<file path="config.mk">
export PLATFORM = sky130hd
export DESIGN_NAME = requestRouter
export DESIGN_NICKNAME = d
export VERILOG_FILES = /design/src/design/fabricPkg.sv /design/src/design/creditFifo.sv /design/src/design/requestRouter.sv
export VERILOG_INCLUDE_DIRS = /design/src /design/src/design
export SDC_FILE = /design/constraint.sdc
export NUM_CORES = 1
export LEC_CHECK = 0
export BUFFER_PORTS_ARGS = -buffer_cell sky130_fd_sc_hd__buf_2
export CAP_MARGIN = 20
export CORE_MARGIN = 4
export CORE_UTILIZATION = 28
export CTS_BUF_LIST = sky130_fd_sc_hd__clkbuf_4 sky130_fd_sc_hd__clkbuf_8 sky130_fd_sc_hd__clkbuf_16
export CTS_CLUSTER_SIZE = 25
export DETAILED_ROUTE_END_ITERATION = 8
export PLACE_DENSITY = 0.55
export SYNTH_ARGS = -nofsm -noshare
export SYNTH_HDL_FRONTEND = slang
export SYNTH_HIERARCHICAL = 1
export SYNTH_SLANG_ARGS = --single-unit
export TNS_END_PERCENT = 1
</file>
<file path="constraint.sdc">
create_clock -name QClk -period 11.6 [get_ports QClk]
set_clock_uncertainty 0.1 [all_clocks]
set_input_delay 0.58 -clock QClk [delete_from_list [all_inputs] [get_ports QClk]]
set_output_delay 0.58 -clock QClk [all_outputs]
set_load 0.01 [all_outputs]
</file>
<file path="src/design/fabric_macros.svh">
`ifndef FABRIC_MACROS_SVH
`define FABRIC_MACROS_SVH

// ==================================================
// Fabric sizing
// ==================================================

// Nodes on the fabric
`define FAB_NUM_NODES 4

// Words per node memory, and CRs per node
`define FAB_MEM_WORDS 256
`define FAB_CR_COUNT 4

// Queue depths, which also set the credit pools
`define FAB_NODE_RSP_DEPTH 4
`define FAB_REQ_FIFO_DEPTH 4
`define FAB_OUT_CREDITS 2

`endif

</file>
<file path="src/design/fabricPkg.sv">
`include "fabric_macros.svh"

package fabricPkg;

    // Fabric opcodes
    typedef enum logic {
        OP_RD = 1'b0,
        OP_WR = 1'b1
    } opcode_e;

    // Node address regions
    typedef enum logic {
        REGION_DMEM = 1'b0,
        REGION_CR   = 1'b1
    } region_e;

    typedef struct packed {
        logic [1:0] nodeId;
        region_e    region;
        logic [7:0] offset;
    } fabricAddr_t;

    typedef struct packed {
        opcode_e     opcode;
        fabricAddr_t addr;
        logic [31:0] data;
        logic [3:0]  tag;
    } fabricReq_t;

    typedef struct packed {
        logic [1:0]  nodeId;
        logic [3:0]  tag;
        logic [31:0] data;
    } fabricRsp_t;

    // Local core access, one per cycle
    typedef struct packed {
        logic        rdEn;
        logic        wrEn;
        region_e     region;
        logic [7:0]  offset;
        logic [3:0]  byteEn;
        logic [31:0] wrData;
    } coreReq_t;

    typedef logic [`FAB_CR_COUNT-1:0][31:0] coreCr_t;

endpackage

</file>
<file path="src/design/creditFifo.sv">
`timescale 1ns/100ps

module creditFifo #(
    parameter type PAYLOAD_T = logic [31:0],
    parameter int  DEPTH     = 4
) (
    input  logic     QClk,
    input  logic     arstN,
    input  logic     push,
    input  PAYLOAD_T pushData,
    input  logic     pop,
    output PAYLOAD_T popData,
    output logic     notEmpty
);

    localparam int PTR_W = (DEPTH > 1) ? $clog2(DEPTH) : 1;
    localparam int CNT_W = $clog2(DEPTH + 1);

    PAYLOAD_T         slots [DEPTH];
    logic [PTR_W-1:0] wrPtr;
    logic [PTR_W-1:0] rdPtr;
    logic [CNT_W-1:0] count;

    always_ff @(posedge QClk) begin
        if (push) begin
            slots[wrPtr] <= pushData;
        end
    end

    // Sender holds credits, so push never sees a full buffer
    always_ff @(posedge QClk or negedge arstN) begin
        if (!arstN) begin
            wrPtr <= '0;
            rdPtr <= '0;
            count <= '0;
        end else begin
            if (push) begin
                wrPtr <= (wrPtr == PTR_W'(DEPTH - 1)) ? '0 : wrPtr + 1'b1;
            end
            if (pop) begin
                rdPtr <= (rdPtr == PTR_W'(DEPTH - 1)) ? '0 : rdPtr + 1'b1;
            end
            count <= count + CNT_W'(push) - CNT_W'(pop);
        end
    end

    assign popData  = slots[rdPtr];
    assign notEmpty = (count != '0);

endmodule

</file>
<file path="src/design/requestRouter.sv">
`timescale 1ns/100ps
`include "fabric_macros.svh"

module requestRouter (
    input  logic                        QClk,
    input  logic                        arstN,
    input  logic                        reqValid,
    input  fabricPkg::fabricReq_t       req,
    input  logic [`FAB_NUM_NODES-1:0]   nodeCredit,
    output logic                        reqCredit,
    output logic [`FAB_NUM_NODES-1:0]   nodeReqValid,
    output fabricPkg::fabricReq_t       nodeReq
);

    localparam int CNT_W = $clog2(`FAB_NODE_RSP_DEPTH + 1);

    fabricPkg::fabricReq_t       head;
    logic                        headValid;
    logic                        send;
    logic [`FAB_NUM_NODES-1:0]   sendMask;
    logic [CNT_W-1:0]            credits [`FAB_NUM_NODES];

    creditFifo #(
        .PAYLOAD_T (fabricPkg::fabricReq_t),
        .DEPTH     (`FAB_REQ_FIFO_DEPTH)
    ) inFifo (
        .QClk     (QClk),
        .arstN    (arstN),
        .push     (reqValid),
        .pushData (req),
        .pop      (send),
        .popData  (head),
        .notEmpty (headValid)
    );

    // In order, head blocks until its node has room
    assign send      = headValid && (credits[head.addr.nodeId] != '0);
    assign sendMask  = `FAB_NUM_NODES'(send) << head.addr.nodeId;
    assign reqCredit = send;

    always_ff @(posedge QClk or negedge arstN) begin
        if (!arstN) begin
            nodeReqValid <= '0;
            for (int i = 0; i < `FAB_NUM_NODES; i++) begin
                credits[i] <= CNT_W'(`FAB_NODE_RSP_DEPTH);
            end
        end else begin
            nodeReqValid <= sendMask;
            for (int i = 0; i < `FAB_NUM_NODES; i++) begin
                credits[i] <= credits[i] + CNT_W'(nodeCredit[i]) - CNT_W'(sendMask[i]);
            end
        end
    end

    always_ff @(posedge QClk) begin
        if (send) begin
            nodeReq <= head;
        end
    end

endmodule

</file>
==> results.toml <==
[status]
status = "finished clean"

[sta]
slew_headroom_pct = 41.76
finalCritPeriodShare_pct = 35.34
report.final.hold_viol_count = 0
setup_viol = 0
drv_slew = 0
fmax_ghz = 0.2440
fin_hold_ws_ps = 159.7
min_period_ps = 4099
rsz0062_at_grt = "false"
setup_ws_ps = 7501
tightestPinTransition_ps = 873.5
tns_ps = 0

[setup_path]
critical_path_cell_count = 5
reg2reg_to = "inFifo/count[2]"
crit_buf_inv = 1
critical-path-top-delay-family = "flip-flops"
start_kind = "register"
cp-end-kind = "output pin"
cp_max_fo = 52
cp.arrival_ps = 3420
rrSetupSlack_ps = 7530
critPathMaxStageDelay_ps = 760
cpMaxStageDelayCell = "dfrtp_4"
r2r_start = "inFifo/rdPtr[0]"
crit_chain = "mux4_2 > nor4b_2 > nor3b_1 > o21a_4 > buf_2"
cp-startpoint = "inFifo/rdPtr[0]"
r2r_cells = 11
endpoint = "reqCredit"
crit_type = "reg2out"
cp.required_ps = 10920

[cells_and_area]
final_cell_mix = "edfxtp_1 (240), buf_2 (107), mux4_2 (48), clkbuf_16 (29), inv_1 (22)"
layout_commonest_cell = "edfxtp_1"
layout.nets = 602
layout-drive-gt1-share_pct = 40.15
synthToLayoutAreaGrowth_pct = 20.22

[pwr]
irDropWorstVdd_uv = 125.2
p_total_mw = 3.182
power.density_nw_per_um2 = 274.4
power.leakage_nw = 4.048

[logic_synthesis]
dominantRegCellSynth = "edfxtp_1"
syn_area_um2 = 9646
synth_nets = 473
async_reset_ff_share_pct = 8.745
postSynthCellCount = 398
synth_top_area_share_pct = 74.72
synth_seq_cells = 263
ys_seq_area_share_pct = 80.74
synth.area.top_cells = "edfxtp_1 (75%), mux4_2 (11%), dfrtp_1 (4.9%), ha_1 (1.9%), dfstp_2 (1.1%)"
synth_enable_flop_cells = 240
synth_warnings = 6
yosysTopAreaCell = "edfxtp_1"
avgSynthCellArea_um2 = 24.23
synthDistinctLibCells = 27

[placed_design]
place_congestion = 0.7055
hpwl_mm = 10.55
place_ws_ps = 6982
io_buffers = 107

[cts]
clk_latency_ps = 530
cts_root_buf = "clkbuf_16"
cts_buffer_depth = 3
numCtsBuffers = 28
post_cts_buffers = 0
cts_max_level = 1
ctsResizeCount = 0
cts.clk_slew.worst_paths_ps = 60
cts_tree = "built"
cts.sinks = 263
postCtsHoldBufs = 1

[floorplan]
fp-row-count = 67
io_pins = 108
die_h_um = 193.6
fp.dieW_um = 193.6
die_area_um2 = 37480
fp.coreArea_um2 = 33780
start_util_pct = 28.55

[route]
viasPerCell = 4.182
routedWlPerCell_um = 18.29
drc = 0
totalWireLength_mm = 18.26
vias = 4174
dr.pass1.iters = 4
first_iter_violations = 310
antenna_left = 0

[job]
maxCapViolCount = 0

[grt]
grt_pass1_wl_mm = 28.16
antenna_found_initial = 5
overflow = 0
track_usage_pct = 9.595
grt_max_degree = 53
grt_pass1_vias = 4778

[hold_path]
hold_path_class = "in2reg"
## cell usage after synthesis (2+ instances only)
cell type,number
o21ai_0,2
inv_1,22
edfxtp_1,240
and2_1,4
fa_1,5
nor4_1,2
dfstp_2,4
buf_12,5
nor3_1,2
mux2_2,2
nand2_1,2
nor3b_1,2
ha_1,15
buf_2,4
xnor2_1,9
nor4b_2,2
dfrtp_1,19
mux4_2,48
## metal layers
layer,vias up,routed length (um),global-route usage [%]
met5,-,34,0
met4,6,389,2.937
met3,37,975,2.609
met2,96,9439,17.19
met1,2160,7416,11.27
li1,1875,-,-
## worst min path at each step
stage	from	end	slack, ps	cells past startpoint
2_1_floorplan	arstN	credits[0]	180	0
3_3_place_gp	credits[5]	credits[5]	380	1
3_5_place_dp	credits[11]	credits[11]	380	1
4_1_cts	req[39]	inFifo/slots[0][39]	120	1
5_1_grt	req[39]	inFifo/slots[0][39]	130	1
6_report	req[39]	inFifo/slots[0][39]	160	1
## cells by family after synthesis
group           count (synthesis)  synth area share [%]
flops                         263                 80.74
mux                            50                 11.44
buf+inv                        33                 2.296
fa+ha+maj                      20                 2.984
simple gates                   19                 1.453
xor+xnor                       10                0.9081
compound gates                  3                0.1816
## power breakdown
group	leakage [nW]	switching (mW)	internal [mW]
Combinational	1.09	0.456	0.365
Sequential	2.51	0.112	1.38
Clock	0.449	0.352	0.517
Total	4.05	0.920	2.26
## state kept, by name, summed over array words and instances, names as in the netlist
register / flops
inFifo/slots: 192
nodeReq: 48
credits: 12
nodeReqValid: 4
inFifo/count: 3
inFifo/rdPtr: 2
inFifo/wrPtr: 2
## metrics by stage
stage | utilization, % | cells | cell area (um^2)
6_report | 34.32 | 998 | 11600
5_1_grt | 34.32 | 997 | 11590
3_3_place_gp | 31.47 | 943 | 10630
2_1_floorplan | - | 398 | 9646
4_1_cts | 34.23 | 995 | 11560
3_5_place_dp | 31.47 | 943 | 10630
## final cells by class
type	instances	area (um^2)
Antenna cell	2	5.005
Clock buffer	34	769.5
Timing Repair Buffer	110	580.6
Multi-Input combinational cell	102	1654
Sequential cell	263	7792
Clock inverter	17	151.4
Tap cell	448	560.5
Inverter	22	82.58
Fill cell	3132	22190
(Power assumes the default switching activity.)
