## src/design/fabric_macros.svh

```systemverilog
`ifndef FABRIC_MACROS_SVH
`define FABRIC_MACROS_SVH

// ==================================================
// Fabric sizing
// ==================================================

// Nodes on the fabric
`define FAB_NUM_NODES 4

// Words per node memory, and CRs per node
`define FAB_MEM_WORDS 256
`define FAB_CR_COUNT 4

// Queue depths, which also set the credit pools
`define FAB_NODE_RSP_DEPTH 4
`define FAB_REQ_FIFO_DEPTH 4
`define FAB_OUT_CREDITS 2

`endif

```

## src/design/fabricPkg.sv

```systemverilog
`include "fabric_macros.svh"

package fabricPkg;

    // Fabric opcodes
    typedef enum logic {
        OP_RD = 1'b0,
        OP_WR = 1'b1
    } opcode_e;

    // Node address regions
    typedef enum logic {
        REGION_DMEM = 1'b0,
        REGION_CR   = 1'b1
    } region_e;

    typedef struct packed {
        logic [1:0] nodeId;
        region_e    region;
        logic [7:0] offset;
    } fabricAddr_t;

    typedef struct packed {
        opcode_e     opcode;
        fabricAddr_t addr;
        logic [31:0] data;
        logic [3:0]  tag;
    } fabricReq_t;

    typedef struct packed {
        logic [1:0]  nodeId;
        logic [3:0]  tag;
        logic [31:0] data;
    } fabricRsp_t;

    // Local core access, one per cycle
    typedef struct packed {
        logic        rdEn;
        logic        wrEn;
        region_e     region;
        logic [7:0]  offset;
        logic [3:0]  byteEn;
        logic [31:0] wrData;
    } coreReq_t;

    typedef logic [`FAB_CR_COUNT-1:0][31:0] coreCr_t;

endpackage

```

## src/design/responseCollector.sv

```systemverilog
`timescale 1ns/100ps
`include "fabric_macros.svh"

module responseCollector (
    input  logic                                          QClk,
    input  logic                                          arstN,
    input  logic [`FAB_NUM_NODES-1:0]                     rspValid,
    input  fabricPkg::fabricRsp_t [`FAB_NUM_NODES-1:0]    rspData,
    input  logic                                          outCredit,
    output logic [`FAB_NUM_NODES-1:0]                     rspPop,
    output logic                                          outValid,
    output fabricPkg::fabricRsp_t                         outRsp
);

    localparam int IDX_W = $clog2(`FAB_NUM_NODES);
    localparam int CNT_W = $clog2(`FAB_OUT_CREDITS + 1);

    logic [IDX_W-1:0] lastGrant;
    logic [IDX_W-1:0] grantIdx;
    logic             found;
    logic             grant;
    logic [CNT_W-1:0] credits;

    // Search starts just past the last winner
    always_comb begin
        found    = 1'b0;
        grantIdx = lastGrant;
        for (int i = 1; i <= `FAB_NUM_NODES; i++) begin
            if (!found && rspValid[(int'(lastGrant) + i) % `FAB_NUM_NODES]) begin
                found    = 1'b1;
                grantIdx = IDX_W'((int'(lastGrant) + i) % `FAB_NUM_NODES);
            end
        end
    end

    assign grant  = found && (credits != '0);
    assign rspPop = `FAB_NUM_NODES'(grant) << grantIdx;

    always_ff @(posedge QClk or negedge arstN) begin
        if (!arstN) begin
            lastGrant <= '0;
            outValid  <= 1'b0;
            credits   <= CNT_W'(`FAB_OUT_CREDITS);
        end else begin
            outValid <= grant;
            credits  <= credits - CNT_W'(grant) + CNT_W'(outCredit);
            if (grant) begin
                lastGrant <= grantIdx;
            end
        end
    end

    always_ff @(posedge QClk) begin
        if (grant) begin
            outRsp <= rspData[grantIdx];
        end
    end

endmodule

```

## config.mk

```make
export PLATFORM = sky130hd
export DESIGN_NAME = responseCollector
export DESIGN_NICKNAME = d
export VERILOG_FILES = /design/src/design/fabricPkg.sv /design/src/design/responseCollector.sv
export VERILOG_INCLUDE_DIRS = /design/src /design/src/design
export SDC_FILE = /design/constraint.sdc
export NUM_CORES = 1
export LEC_CHECK = 0
export BUFFER_PORTS_ARGS = -buffer_cell sky130_fd_sc_hd__buf_4
export CORE_ASPECT_RATIO = 2
export CORE_UTILIZATION = 25
export CTS_CLUSTER_SIZE = 16
export DETAILED_ROUTE_END_ITERATION = 10
export SETUP_SLACK_MARGIN = 0.02
export SLEW_MARGIN = 40
export SYNTH_ARGS = -nofsm -noshare
export SYNTH_HDL_FRONTEND = slang
export SYNTH_SLANG_ARGS = --single-unit
```

## constraint.sdc

```tcl
create_clock -name QClk -period 4.8 [get_ports QClk]
set_input_delay 0.96 -clock QClk [delete_from_list [all_inputs] [get_ports QClk]]
set_output_delay 0.96 -clock QClk [all_outputs]
set_load 0.05 [all_outputs]
```

==> results.yml, run 1 <==
clock_network:
  tritoncts.num_buffers: 5
  worst_setup_hold_path_clk_slew_ns: 0.06
  tritoncts_num_sinks: 43
  ctsHoldBuffers: 0
  clock_path_buffers: 2
  clock-root-buffer: "sky130_fd_sc_hd__clkbuf_16"
  clk_latency_ns: 0.28
  cts.htree.levels: 2
  postCtsSetupRepairBufs: 0
  cts_resized: 0
  tritoncts: "built"
floorplanning:
  die_outline_height_um: 146
  placeableCoreArea_um2: 10100
  ios: 202
  die_area_um2: 10800
  rows: 52
  start_util_pct: 25.7
  die_w_um: 74.0
power_and_ir_drop:
  swShare_pct: 49.0
  seq_power_share_pct: 26.2
  combinationalPowerShare_pct: 61.8
  p_switching_w: 0.00130
  largest_vdd_supply_drop_mv: 0.626
  power.density_cell_area_nw_per_um2: 612
  internal_power_w: 0.00136
  static-leakage-power_nw: 1.95
  share_clk_of_total_power_pct: 12.1
grt:
  grt_usage_pct: 17.7
  first_global_vias: 2880
  number_of_antenna_violations_at_the_first_check_in_global_routing: 0
  maximum_number_of_pins_on_one_net_before_global_route_repair: 77
  grt_overflow_total: 0
  grt_pass1_wl_mm: 14.3
synthesis:
  synthAdderAreaFrac_pct: 0.483
  synth-xor-area-share_pct: 0.338
  multiplexer_area_fraction_after_synthesis_pct: 1.16
  synth_seq_cells: 43
  yosys_warnings: 0
  combinational_family_with_the_most_area_after_synthesis: "compound AO/OA/AOI/OAI gates"
  yosys.area_share.simple_pct: 20.4
  complex_gate_fraction_of_the_synthesized_area_pct: 23.4
  post_synthesis_cell_count: 287
  synth_seq_area_share_pct: 48.9
  mappedNetlistNets: 447
  mappedNetlistArea_um2: 2590
  ys_types: 30
  syn_area_per_cell_um2: 9.03
sta:
  final.setup.worst_slack_ns: 1.35
  timing.hold.ws_ns: 0.471
  final_hold_viol_count: 0
  post-route-min-period_ns: 3.45
  final.setup_skew_ns: 0.00516
  timing.final.max_slew_violations: 0
  fin_setup_tns_ns: 0
  rsz0062_at_grt: "false"
  max-slew-margin-rel_pct: 50.8
  layout_worst_path_cycle_share_pct: 71.8
  setup_violations: 0
  tightest_slew_ns: 0.738
  achievable-frequency_ghz: 0.290
critical_path:
  rr_startpoint: "lastGrant[1]"
  worst_path_largest_cell_delay_ns: 0.44
  timing.critical_path.cells: "buf_4 -> or3b_1 -> o221a_2 -> nor4_4 -> buf_4"
  cp-end-kind: "primary output"
  setup.worst_path.start_class: "input pin"
  critical-path-top-delay-family: "simple AND/OR/NAND/NOR gates"
  regToRegSetupSlack_ns: 2.33
  worst_r2r_endpoint: "outRsp[24]"
  worst-endpoint-arrival_ns: 2.49
  critical-path-top-cell-by-count: "sky130_fd_sc_hd__buf_4"
  critPathBufInv: 2
  criticalPathCategory: "input pin to primary output"
  timing.reg2reg.worst_path_depth: 5
  cell_with_the_largest_stage_delay_on_the_worst_path: "sky130_fd_sc_hd__or3b_1"
  cp.required_ns: 3.84
  critical_path.max_fanout: 36
layout:
  drive_gt1_share_pct: 46.5
  antenna_cells_inserted: 0
  finalNetCount: 636
  num-fill-cells: 1035
  layout_area_growth_over_synthesis_pct: 67.5
  instances_no_fill: 612
routing:
  number_of_drc_violations_after_detailed_routing: 0
  routed_wire_length_per_instance_um: 15.5
  total_vias_in_the_final_route: 2935
  antenna_left: 0
  route.detailed.vias_per_inst: 4.80
  detailedRoute.firstPassIterationCount: 4
  drt-total-wl_mm: 9.46
  detailedRoute.firstIterationViolations: 106
place:
  port-buffer-count: 201
  hpwlAfterDp_mm: 7.34
  post-place-ws_ns: 1.35
  place_inst: 604
  gpl.final_weighted_congestion: 0.827
status:
  run_status: "finished clean"
min_path:
  hold_path.class: "input pin to async pin"
flow_run:
  cap_violations: 0
-- cell type report --
type / count / area, um^2 / share of cell area, %
multi-input cells: 217 / 1200 / 27.8
flip-flops and latches: 43 / 1270 / 29.2
repair buffers: 207 / 1550 / 35.8
inverters: 2 / 7.51 / 0.173
well taps: 135 / 169 / 3.89
clock buffers: 7 / 133 / 3.06
clock inverters: 1 / 5.00 / 0.115
-- synthesized netlist by cell type --
| cell type | number | area (um^2) |
|---|---|---|
| sky130_fd_sc_hd__a32oi_1 | 38 | 333 |
| sky130_fd_sc_hd__and3b_1 | 1 | 8.76 |
| sky130_fd_sc_hd__buf_6 | 2 | 22.5 |
| sky130_fd_sc_hd__inv_1 | 2 | 7.51 |
| sky130_fd_sc_hd__o221a_1 | 1 | 11.3 |
| sky130_fd_sc_hd__o31ai_1 | 1 | 7.51 |
| sky130_fd_sc_hd__nor2_1 | 3 | 11.3 |
| sky130_fd_sc_hd__or3_1 | 1 | 6.26 |
| sky130_fd_sc_hd__a21oi_1 | 39 | 195 |
| sky130_fd_sc_hd__o221ai_2 | 1 | 15.0 |
| sky130_fd_sc_hd__nand2_1 | 116 | 435 |
| sky130_fd_sc_hd__and3_1 | 2 | 12.5 |
| sky130_fd_sc_hd__nor4_4 | 1 | 21.3 |
| sky130_fd_sc_hd__or3b_1 | 1 | 8.76 |
| sky130_fd_sc_hd__nor4_2 | 1 | 12.5 |
| sky130_fd_sc_hd__o31ai_4 | 1 | 21.3 |
| sky130_fd_sc_hd__buf_2 | 8 | 40.0 |
| sky130_fd_sc_hd__dfrtp_1 | 4 | 100 |
| sky130_fd_sc_hd__clkbuf_1 | 10 | 37.5 |
| sky130_fd_sc_hd__xnor2_1 | 1 | 8.76 |
| sky130_fd_sc_hd__nand2b_1 | 1 | 6.26 |
| sky130_fd_sc_hd__ha_1 | 1 | 12.5 |
| sky130_fd_sc_hd__nor2b_1 | 1 | 6.26 |
| sky130_fd_sc_hd__mux2_4 | 2 | 30.0 |
| sky130_fd_sc_hd__o21a_1 | 1 | 7.51 |
| sky130_fd_sc_hd__edfxtp_1 | 38 | 1140 |
| sky130_fd_sc_hd__buf_1 | 2 | 7.51 |
| sky130_fd_sc_hd__o21ai_0 | 3 | 15.0 |
| sky130_fd_sc_hd__buf_4 | 3 | 22.5 |
| sky130_fd_sc_hd__dfstp_2 | 1 | 26.3 |
-- cells by family after synthesis --
logic type,Yosys count
multiplexers,2
flip-flops,43
adder cells (fa/ha/maj),1
AND/OR/NAND/NOR,128
buffers and inverters,27
AO/OA/AOI/OAI,85
XOR/XNOR,1
-- placed cells by master, fill, tap and decap left out, types with 2 or more instances in the layout --
| master | instances |
|---|---|
| sky130_fd_sc_hd__dfrtp_1 | 4 |
| sky130_fd_sc_hd__nand2_1 | 116 |
| sky130_fd_sc_hd__buf_4 | 207 |
| sky130_fd_sc_hd__edfxtp_1 | 38 |
| sky130_fd_sc_hd__clkbuf_16 | 5 |
| sky130_fd_sc_hd__nor2_1 | 2 |
| sky130_fd_sc_hd__o21ai_0 | 3 |
| sky130_fd_sc_hd__clkbuf_1 | 2 |
| sky130_fd_sc_hd__mux2_4 | 2 |
| sky130_fd_sc_hd__a32oi_1 | 38 |
| sky130_fd_sc_hd__and3_1 | 2 |
| sky130_fd_sc_hd__inv_1 | 2 |
| sky130_fd_sc_hd__a21oi_1 | 39 |
-- power by group through the flow --
stage | registers [W] | clock network, W | logic, W
finish | 0.000695 | 0.000321 | 0.00164
global route | 0.000713 | 0.000348 | 0.00177
CTS | 0.000697 | 0.000338 | 0.00166
detailed placement | 0.000703 | 0 | 0.00165
global placement | 0.000697 | 0 | 0.00164
floorplan | 0.00120 | 0 | 0.000680
-- metal layers --
layer  global-route usage, %  part of all wire (%)  up-vias
li1                        -                     -     1430
met1                    18.2                    34     1365
met2                    32.5                    58      115
met3                    2.77                   3.9       25
met4                    9.04                   4.3        0
met5                       0                     0        -
-- sequential cells by signal, indices dropped and copies added (netlist names) --
register and count:
outRsp 38, outValid 1, credits 2, lastGrant 2
-- through the flow --
stage | util (%) | area [um^2] | power (W)
global route | 43.0 | 4340 | 0.00283
finish | 43.0 | 4340 | 0.00266
global placement | 41.7 | 4200 | 0.00233
detailed placement | 41.7 | 4200 | 0.00236
floorplan | - | 2590 | 0.00188
CTS | 43.0 | 4340 | 0.00269
-- worst max-delay path by stage --
stage / end / startpoint / cells past startpoint
2_1_floorplan: rspPop[2] / rspValid[0] / 4
6_report: rspPop[3] / rspValid[0] / 5
4_1_cts: rspPop[3] / rspValid[0] / 5
3_3_place_gp: rspPop[3] / rspValid[0] / 5
3_5_place_dp: rspPop[3] / rspValid[0] / 5
5_1_grt: rspPop[3] / rspValid[0] / 5
Note: power is estimated with default switching activity, not from simulation.
==> run 2, diff against run 1 <==
==> constraint.sdc (replaced) <==
create_clock -name QClk -period 3.35 [get_ports QClk]
set_input_delay 0.67 -clock QClk [delete_from_list [all_inputs] [get_ports QClk]]
set_output_delay 0.67 -clock QClk [all_outputs]
set_load 0.05 [all_outputs]
==> results.yml, run 2 (synthesis results as in run 1) <==
status:
  run_status: "finished clean"
clock_network:
  postCtsSetupRepairBufs: 0
  clock_path_buffers: 2
  ctsHoldBuffers: 0
  cts.htree.levels: 2
  worst_setup_hold_path_clk_slew_ns: 0.06
  tritoncts.num_buffers: 5
  cts_resized: 0
  clock-root-buffer: "sky130_fd_sc_hd__clkbuf_16"
  tritoncts: "built"
  tritoncts_num_sinks: 43
  clk_latency_ns: 0.28
routing:
  total_vias_in_the_final_route: 2965
  detailedRoute.firstIterationViolations: 146
  number_of_drc_violations_after_detailed_routing: 0
  antenna_left: 0
  detailedRoute.firstPassIterationCount: 4
  drt-total-wl_mm: 9.42
  routed_wire_length_per_instance_um: 15.3
  route.detailed.vias_per_inst: 4.83
sta:
  tightest_slew_ns: 0.744
  achievable-frequency_ghz: 0.366
  max-slew-margin-rel_pct: 50.4
  fin_setup_tns_ns: 0
  timing.hold.ws_ns: 0.181
  setup_violations: 0
  final_hold_viol_count: 0
  timing.final.max_slew_violations: 0
  post-route-min-period_ns: 2.73
  rsz0062_at_grt: "false"
  final.setup_skew_ns: 0.00573
  layout_worst_path_cycle_share_pct: 81.5
min_path:
  hold_path.class: "input pin to async pin"
floorplanning:
  placeableCoreArea_um2: 10100
  die_outline_height_um: 146
  die_area_um2: 10800
  start_util_pct: 25.7
  die_w_um: 74.0
  rows: 52
  ios: 202
grt:
  grt_pass1_wl_mm: 14.0
  number_of_antenna_violations_at_the_first_check_in_global_routing: 0
  first_global_vias: 2881
  grt_overflow_total: 0
  maximum_number_of_pins_on_one_net_before_global_route_repair: 77
  grt_usage_pct: 17.2
layout:
  layout_area_growth_over_synthesis_pct: 69.2
  multi_input_area_um2: 1200
  finalNetCount: 638
  top_regs: "outRsp x38, credits x2, lastGrant x2"
  largest-register: "outRsp"
  antenna_cells_inserted: 0
  layout_commonest_cell: "sky130_fd_sc_hd__buf_4"
  drive_gt1_share_pct: 47.0
  most_frequent_cells_in_the_layout: "sky130_fd_sc_hd__buf_4, sky130_fd_sc_hd__nand2_1, sky130_fd_sc_hd__a21oi_1, sky130_fd_sc_hd__a32oi_1, sky130_fd_sc_hd__edfxtp_1"
  largest_register_ff_count: 38
  seq_area_um2: 1270
  instances_no_fill: 614
  num-fill-cells: 1021
critical_path:
  critPathBufInv: 3
  critical_path.max_fanout: 36
  critical-path-top-cell-by-count: "sky130_fd_sc_hd__buf_4"
  cp.required_ns: 2.68
  critical-path-top-delay-family: "simple AND/OR/NAND/NOR gates"
  setup.worst_path.start_class: "input pin"
  cp-end-kind: "primary output"
  timing.critical_path.cells: "buf_4 -> or3b_1 -> o221a_2 -> buf_4 -> nand2_1 -> nor2_1 -> buf_4"
  worst-endpoint-arrival_ns: 2.06
  cell_with_the_largest_stage_delay_on_the_worst_path: "sky130_fd_sc_hd__or3b_1"
  criticalPathCategory: "input pin to primary output"
  worst_path_largest_cell_delay_ns: 0.44
place:
  gpl.final_weighted_congestion: 0.868
  hpwlAfterDp_mm: 7.26
  place_inst: 605
  port-buffer-count: 201
power_and_ir_drop:
  power_w: 0.00385
  power.density_cell_area_nw_per_um2: 877
  largest_vdd_supply_drop_mv: 0.830
  static-leakage-power_nw: 1.97
flow_run:
  cap_violations: 0
-- run 2: cell count changes in the layout (fill, tap and decap cells not counted) --
| cell | delta |
|---|---|
| sky130_fd_sc_hd__buf_16 | +1 |
| sky130_fd_sc_hd__buf_4 | +1 |
| sky130_fd_sc_hd__clkbuf_1 | -1 |
| sky130_fd_sc_hd__clkbuf_8 | +1 |
-- run 2: through the flow --
step	area, um^2	worst slack (ns)	utilization [%]
2_1_floorplan	2600	0.432	-
3_3_place_gp	4210	0.607	41.7
3_5_place_dp	4210	0.529	41.7
4_1_cts	4360	0.521	43.2
5_1_grt	4390	0.483	43.5
6_report	4390	0.619	43.5
-- run 2: path summary, 6_finish.rpt --
| path | start | endpoint | slack, ns | cells after the start |
|---|---|---|---|---|
| worst max register to register | lastGrant[1] | outRsp[30] | 1.08 | 5 |
| max in group asynchronous | arstN | credits[1] | 2.96 | 1 |
| min in group QClk | credits[1] | credits[1] | 0.54 | 2 |
| worst min-delay path | arstN | lastGrant[0] | 0.18 | 1 |
| worst max-delay path | rspValid[0] | rspPop[2] | 0.62 | 7 |
| worst min register to register | credits[1] | credits[1] | 0.54 | 2 |
-- run 2: cell type report --
cell class | count | area share [%]
clock inverter | 1 | 0.114
multi-input combinational | 217 | 27.5
clock buffer | 7 | 3.25
timing repair buffer | 209 | 36.2
tap | 135 | 3.85
inverter | 2 | 0.171
sequential | 43 | 28.9
-- run 2: worst reg2reg max path, cell delays in order, from the launching register on --
cell                       delay (ns)
sky130_fd_sc_hd__dfrtp_1         0.48
sky130_fd_sc_hd__mux2_4          0.35
sky130_fd_sc_hd__o221ai_4        0.20
sky130_fd_sc_hd__buf_4           0.63
sky130_fd_sc_hd__nand2_1         0.19
sky130_fd_sc_hd__a32oi_1         0.25
-- run 2: layer usage --
layer  routed length (um)  global-route usage (%)  share of wire, %
met1                 3130                    16.1                33
met2                 5590                    34.2                59
met3                  418                    2.22               4.4
met4                  279                    7.69               3.0
met5                    0                       0                 0
-- run 2: power breakdown --
group | internal [W] | total, W | switching, W
combinational | 0.000771 | 0.00237 | 0.00160
clock | 0.000296 | 0.000493 | 0.000197
sequential | 0.000911 | 0.000985 | 0.0000743
==> run 3, diff against run 2 <==
--- a/config.mk
+++ b/config.mk
@@ -6,6 +6,7 @@
 export SDC_FILE = /design/constraint.sdc
 export NUM_CORES = 1
 export LEC_CHECK = 0
+export ABC_AREA = 1
 export BUFFER_PORTS_ARGS = -buffer_cell sky130_fd_sc_hd__buf_4
 export CORE_ASPECT_RATIO = 2
 export CORE_UTILIZATION = 25
==> constraint.sdc (replaced) <==
create_clock -name QClk -period 2.5 [get_ports QClk]
set_input_delay 0.5 -clock QClk [delete_from_list [all_inputs] [get_ports QClk]]
set_output_delay 0.5 -clock QClk [all_outputs]
set_load 0.05 [all_outputs]
==> results.yml, run 3 <==
status:
  run_status: "finished clean"
critical_path:
  worst_r2r_endpoint: "outRsp[24]"
  timing.reg2reg.worst_path_depth: 12
  criticalPathCategory: "flop to primary output"
  setup.worst_path.start_class: "flop"
  cp-endpoint: "rspPop[1]"
  worst-endpoint-arrival_ns: 1.94
  critical_path.max_fanout: 8
  cp.required_ns: 2.00
  critPathLaunch: "lastGrant[0]"
  cp-end-kind: "primary output"
  regToRegSetupSlack_ns: 0.21
  rr_startpoint: "lastGrant[0]"
layout:
  largest_register_ff_count: 38
  top_regs: "outRsp x38, credits x2, lastGrant x2"
  layout.core_utilization_pct: 39.3
  num-fill-cells: 1387
  most_frequent_cells_in_the_layout: "sky130_fd_sc_hd__buf_4, sky130_fd_sc_hd__nand2_1, sky130_fd_sc_hd__nand3_1, sky130_fd_sc_hd__edfxtp_1, sky130_fd_sc_hd__nand2_2"
  largest-register: "outRsp"
  finalNetCount: 828
  layout_commonest_cell: "sky130_fd_sc_hd__buf_4"
  antenna_cells_inserted: 0
  layout_area_growth_over_synthesis_pct: 52.9
  drive_gt1_share_pct: 37.5
grt:
  number_of_antenna_violations_at_the_first_check_in_global_routing: 0
  grt_pass1_wl_mm: 18.9
  maximum_number_of_pins_on_one_net_before_global_route_repair: 51
  grt_usage_pct: 17.3
  grt_overflow_total: 0
  first_global_vias: 3920
synthesis:
  mappedNetlistNets: 645
  post_synthesis_cell_count: 485
  yosys_warnings: 0
  ys_types: 24
  synth-xor-area-share_pct: 0.262
  synth_seq_cells: 43
  synthAdderAreaFrac_pct: 0.375
  mappedNetlistArea_um2: 3340
  combinational_family_with_the_most_area_after_synthesis: "simple AND/OR/NAND/NOR gates"
  synth_seq_area_share_pct: 38.0
  multiplexer_area_fraction_after_synthesis_pct: 0
  complex_gate_fraction_of_the_synthesized_area_pct: 1.27
  syn_area_per_cell_um2: 6.89
  synthFlopType: "sky130_fd_sc_hd__edfxtp_1"
  yosys-top-cells-count: "sky130_fd_sc_hd__nand2_1, sky130_fd_sc_hd__nand3_1, sky130_fd_sc_hd__edfxtp_1, sky130_fd_sc_hd__buf_2, sky130_fd_sc_hd__buf_6"
  synth_area_leader_cell: "sky130_fd_sc_hd__edfxtp_1"
  synth_enable_flop_cells: 38
  synthDominantCellAreaShare_pct: 34.2
  synth.top_cells.by_area: "sky130_fd_sc_hd__edfxtp_1, sky130_fd_sc_hd__nand2_1, sky130_fd_sc_hd__nand3_1"
  yosys.area_share.simple_pct: 51.1
  synth_most_common_cell: "sky130_fd_sc_hd__nand2_1"
  async_reset_ff_share_pct: 11.6
sta:
  layout_worst_path_cycle_share_pct: 97.8
  max-slew-margin-rel_pct: 65.0
  post-route-min-period_ns: 2.44
  tightest_slew_ns: 0.526
  final.setup_skew_ns: 0.00622
  achievable-frequency_ghz: 0.409
  rsz0062_at_grt: "true"
  timing.hold.ws_ns: 0.0128
  timing.final.max_slew_violations: 0
  final_hold_viol_count: 0
  setup_violations: 0
place:
  hpwlAfterDp_mm: 9.49
  gpl.final_weighted_congestion: 0.848
  port-buffer-count: 201
clock_network:
  clk_latency_ns: 0.28
  cts.htree.levels: 2
  clock-root-buffer: "sky130_fd_sc_hd__clkbuf_16"
  tritoncts_num_sinks: 43
  clock_path_buffers: 2
  tritoncts.num_buffers: 5
  worst_setup_hold_path_clk_slew_ns: 0.06
  tritoncts: "built"
  ctsHoldBuffers: 0
floorplanning:
  ios: 202
  start_util_pct: 25.7
  rows: 59
  die_outline_height_um: 165
  die_area_um2: 13900
  placeableCoreArea_um2: 13000
  die_w_um: 83.7
power_and_ir_drop:
  largest_vdd_supply_drop_mv: 1.37
  power.density_cell_area_nw_per_um2: 1750
  static-leakage-power_nw: 2.74
routing:
  antenna_left: 0
  detailedRoute.firstPassIterationCount: 4
  total_vias_in_the_final_route: 4075
  routed_wire_length_per_instance_um: 15.4
  drt-total-wl_mm: 12.6
  detailedRoute.firstIterationViolations: 151
  route.detailed.vias_per_inst: 4.96
  number_of_drc_violations_after_detailed_routing: 0
min_path:
  hold_path.class: "input pin to async pin"
flow_run:
  cap_violations: 0
-- run 3: changes by cell type after synthesis, sizes merged, moves of 3 or more --
cell	before	now
inv	2	5
nand3	0	158
a32oi	38	0
a21oi	39	0
clkbuf	10	5
buf	15	36
nand2	116	222
-- run 3: cells by family (layout without fill, tap and decap cells) --
logic type      Yosys count  count (layout)
compound gates            7               7
xor+xnor                  1               1
fa+ha+maj                 1               1
buf+inv                  46             230
flops                    43              43
simple gates            387             387
-- run 3: worst min-delay path by stage --
stage	from	to	slack (ns)	cells past startpoint
6_report	arstN	outValid	0.01	1
5_1_grt	arstN	outValid	0.0007	1
4_1_cts	arstN	outValid	0.004	1
3_5_place_dp	arstN	outValid	0.32	1
3_3_place_gp	arstN	outValid	0.31	1
2_1_floorplan	arstN	credits[0]	0.20	0
-- run 3: through the flow --
step / setup WS (ns) / cell area [um^2] / power [W] / TNS, ns / std cells
final: 0.0553 / 5100 / 0.00892 / 0 / 821
after global routing: -0.0200 / 5100 / 0.00964 / -0.0214 / 821
after CTS: 0.0258 / 5050 / 0.00889 / 0 / 818
after detailed placement: 0.0559 / 4860 / 0.00810 / 0 / 808
after global placement: 0.216 / 4860 / 0.00795 / 0 / 808
after floorplan: 0.0664 / 3360 / 0.00665 / 0 / 485
-- run 3: routing by layer --
| layer | wire length (um) | share of wire (%) | global-route usage, % | up-vias |
|---|---|---|---|---|
| met4 | 535 | 4.2 | 8.63 | 0 |
| li1 | - | - | - | 1987 |
| met1 | 4310 | 34 | 17.5 | 1880 |
| met3 | 551 | 4.4 | 2.14 | 39 |
| met5 | 0 | 0 | 0 | - |
| met2 | 7230 | 57 | 34.2 | 169 |
-- run 3: layout make-up --
class | count | area (um^2) | share of cell area [%]
sequential | 43 | 1270 | 24.9
clock buffer | 5 | 125 | 2.45
timing repair buffer | 216 | 1630 | 31.9
inverter | 5 | 23.8 | 0.466
multi-input combinational | 396 | 1820 | 35.7
clock inverter | 3 | 38.8 | 0.760
timing repair inverter | 1 | 5.00 | 0.0980
tap | 152 | 190 | 3.73
-- run 3: critical path: stages (launching register included) --
cell                      delay, ns
sky130_fd_sc_hd__dfrtp_2       0.48
sky130_fd_sc_hd__buf_4         0.17
sky130_fd_sc_hd__nand2_1       0.08
sky130_fd_sc_hd__nand2_2       0.08
sky130_fd_sc_hd__nand3_1       0.10
sky130_fd_sc_hd__nand2_2       0.12
sky130_fd_sc_hd__nand2_4       0.11
sky130_fd_sc_hd__nand2_4       0.07
sky130_fd_sc_hd__nand2_4       0.08
sky130_fd_sc_hd__inv_1         0.07
sky130_fd_sc_hd__nor2_2        0.09
sky130_fd_sc_hd__buf_4         0.19
-- run 3: timing repair --
item,4_1_cts,5_1_grt
pin swaps,0,3
buffers inserted,2,2
endpoints found under the setup margin,4,27
gates cloned,0,1
gates resized for setup,2,12
-- run 3: power breakdown --
group,internal (W),switching (W),total (W)
combinational,0.00196,0.00459,0.00655
clock,0.000466,0.000267,0.000733
sequential,0.00148,0.000157,0.00163
total,0.00390,0.00501,0.00892
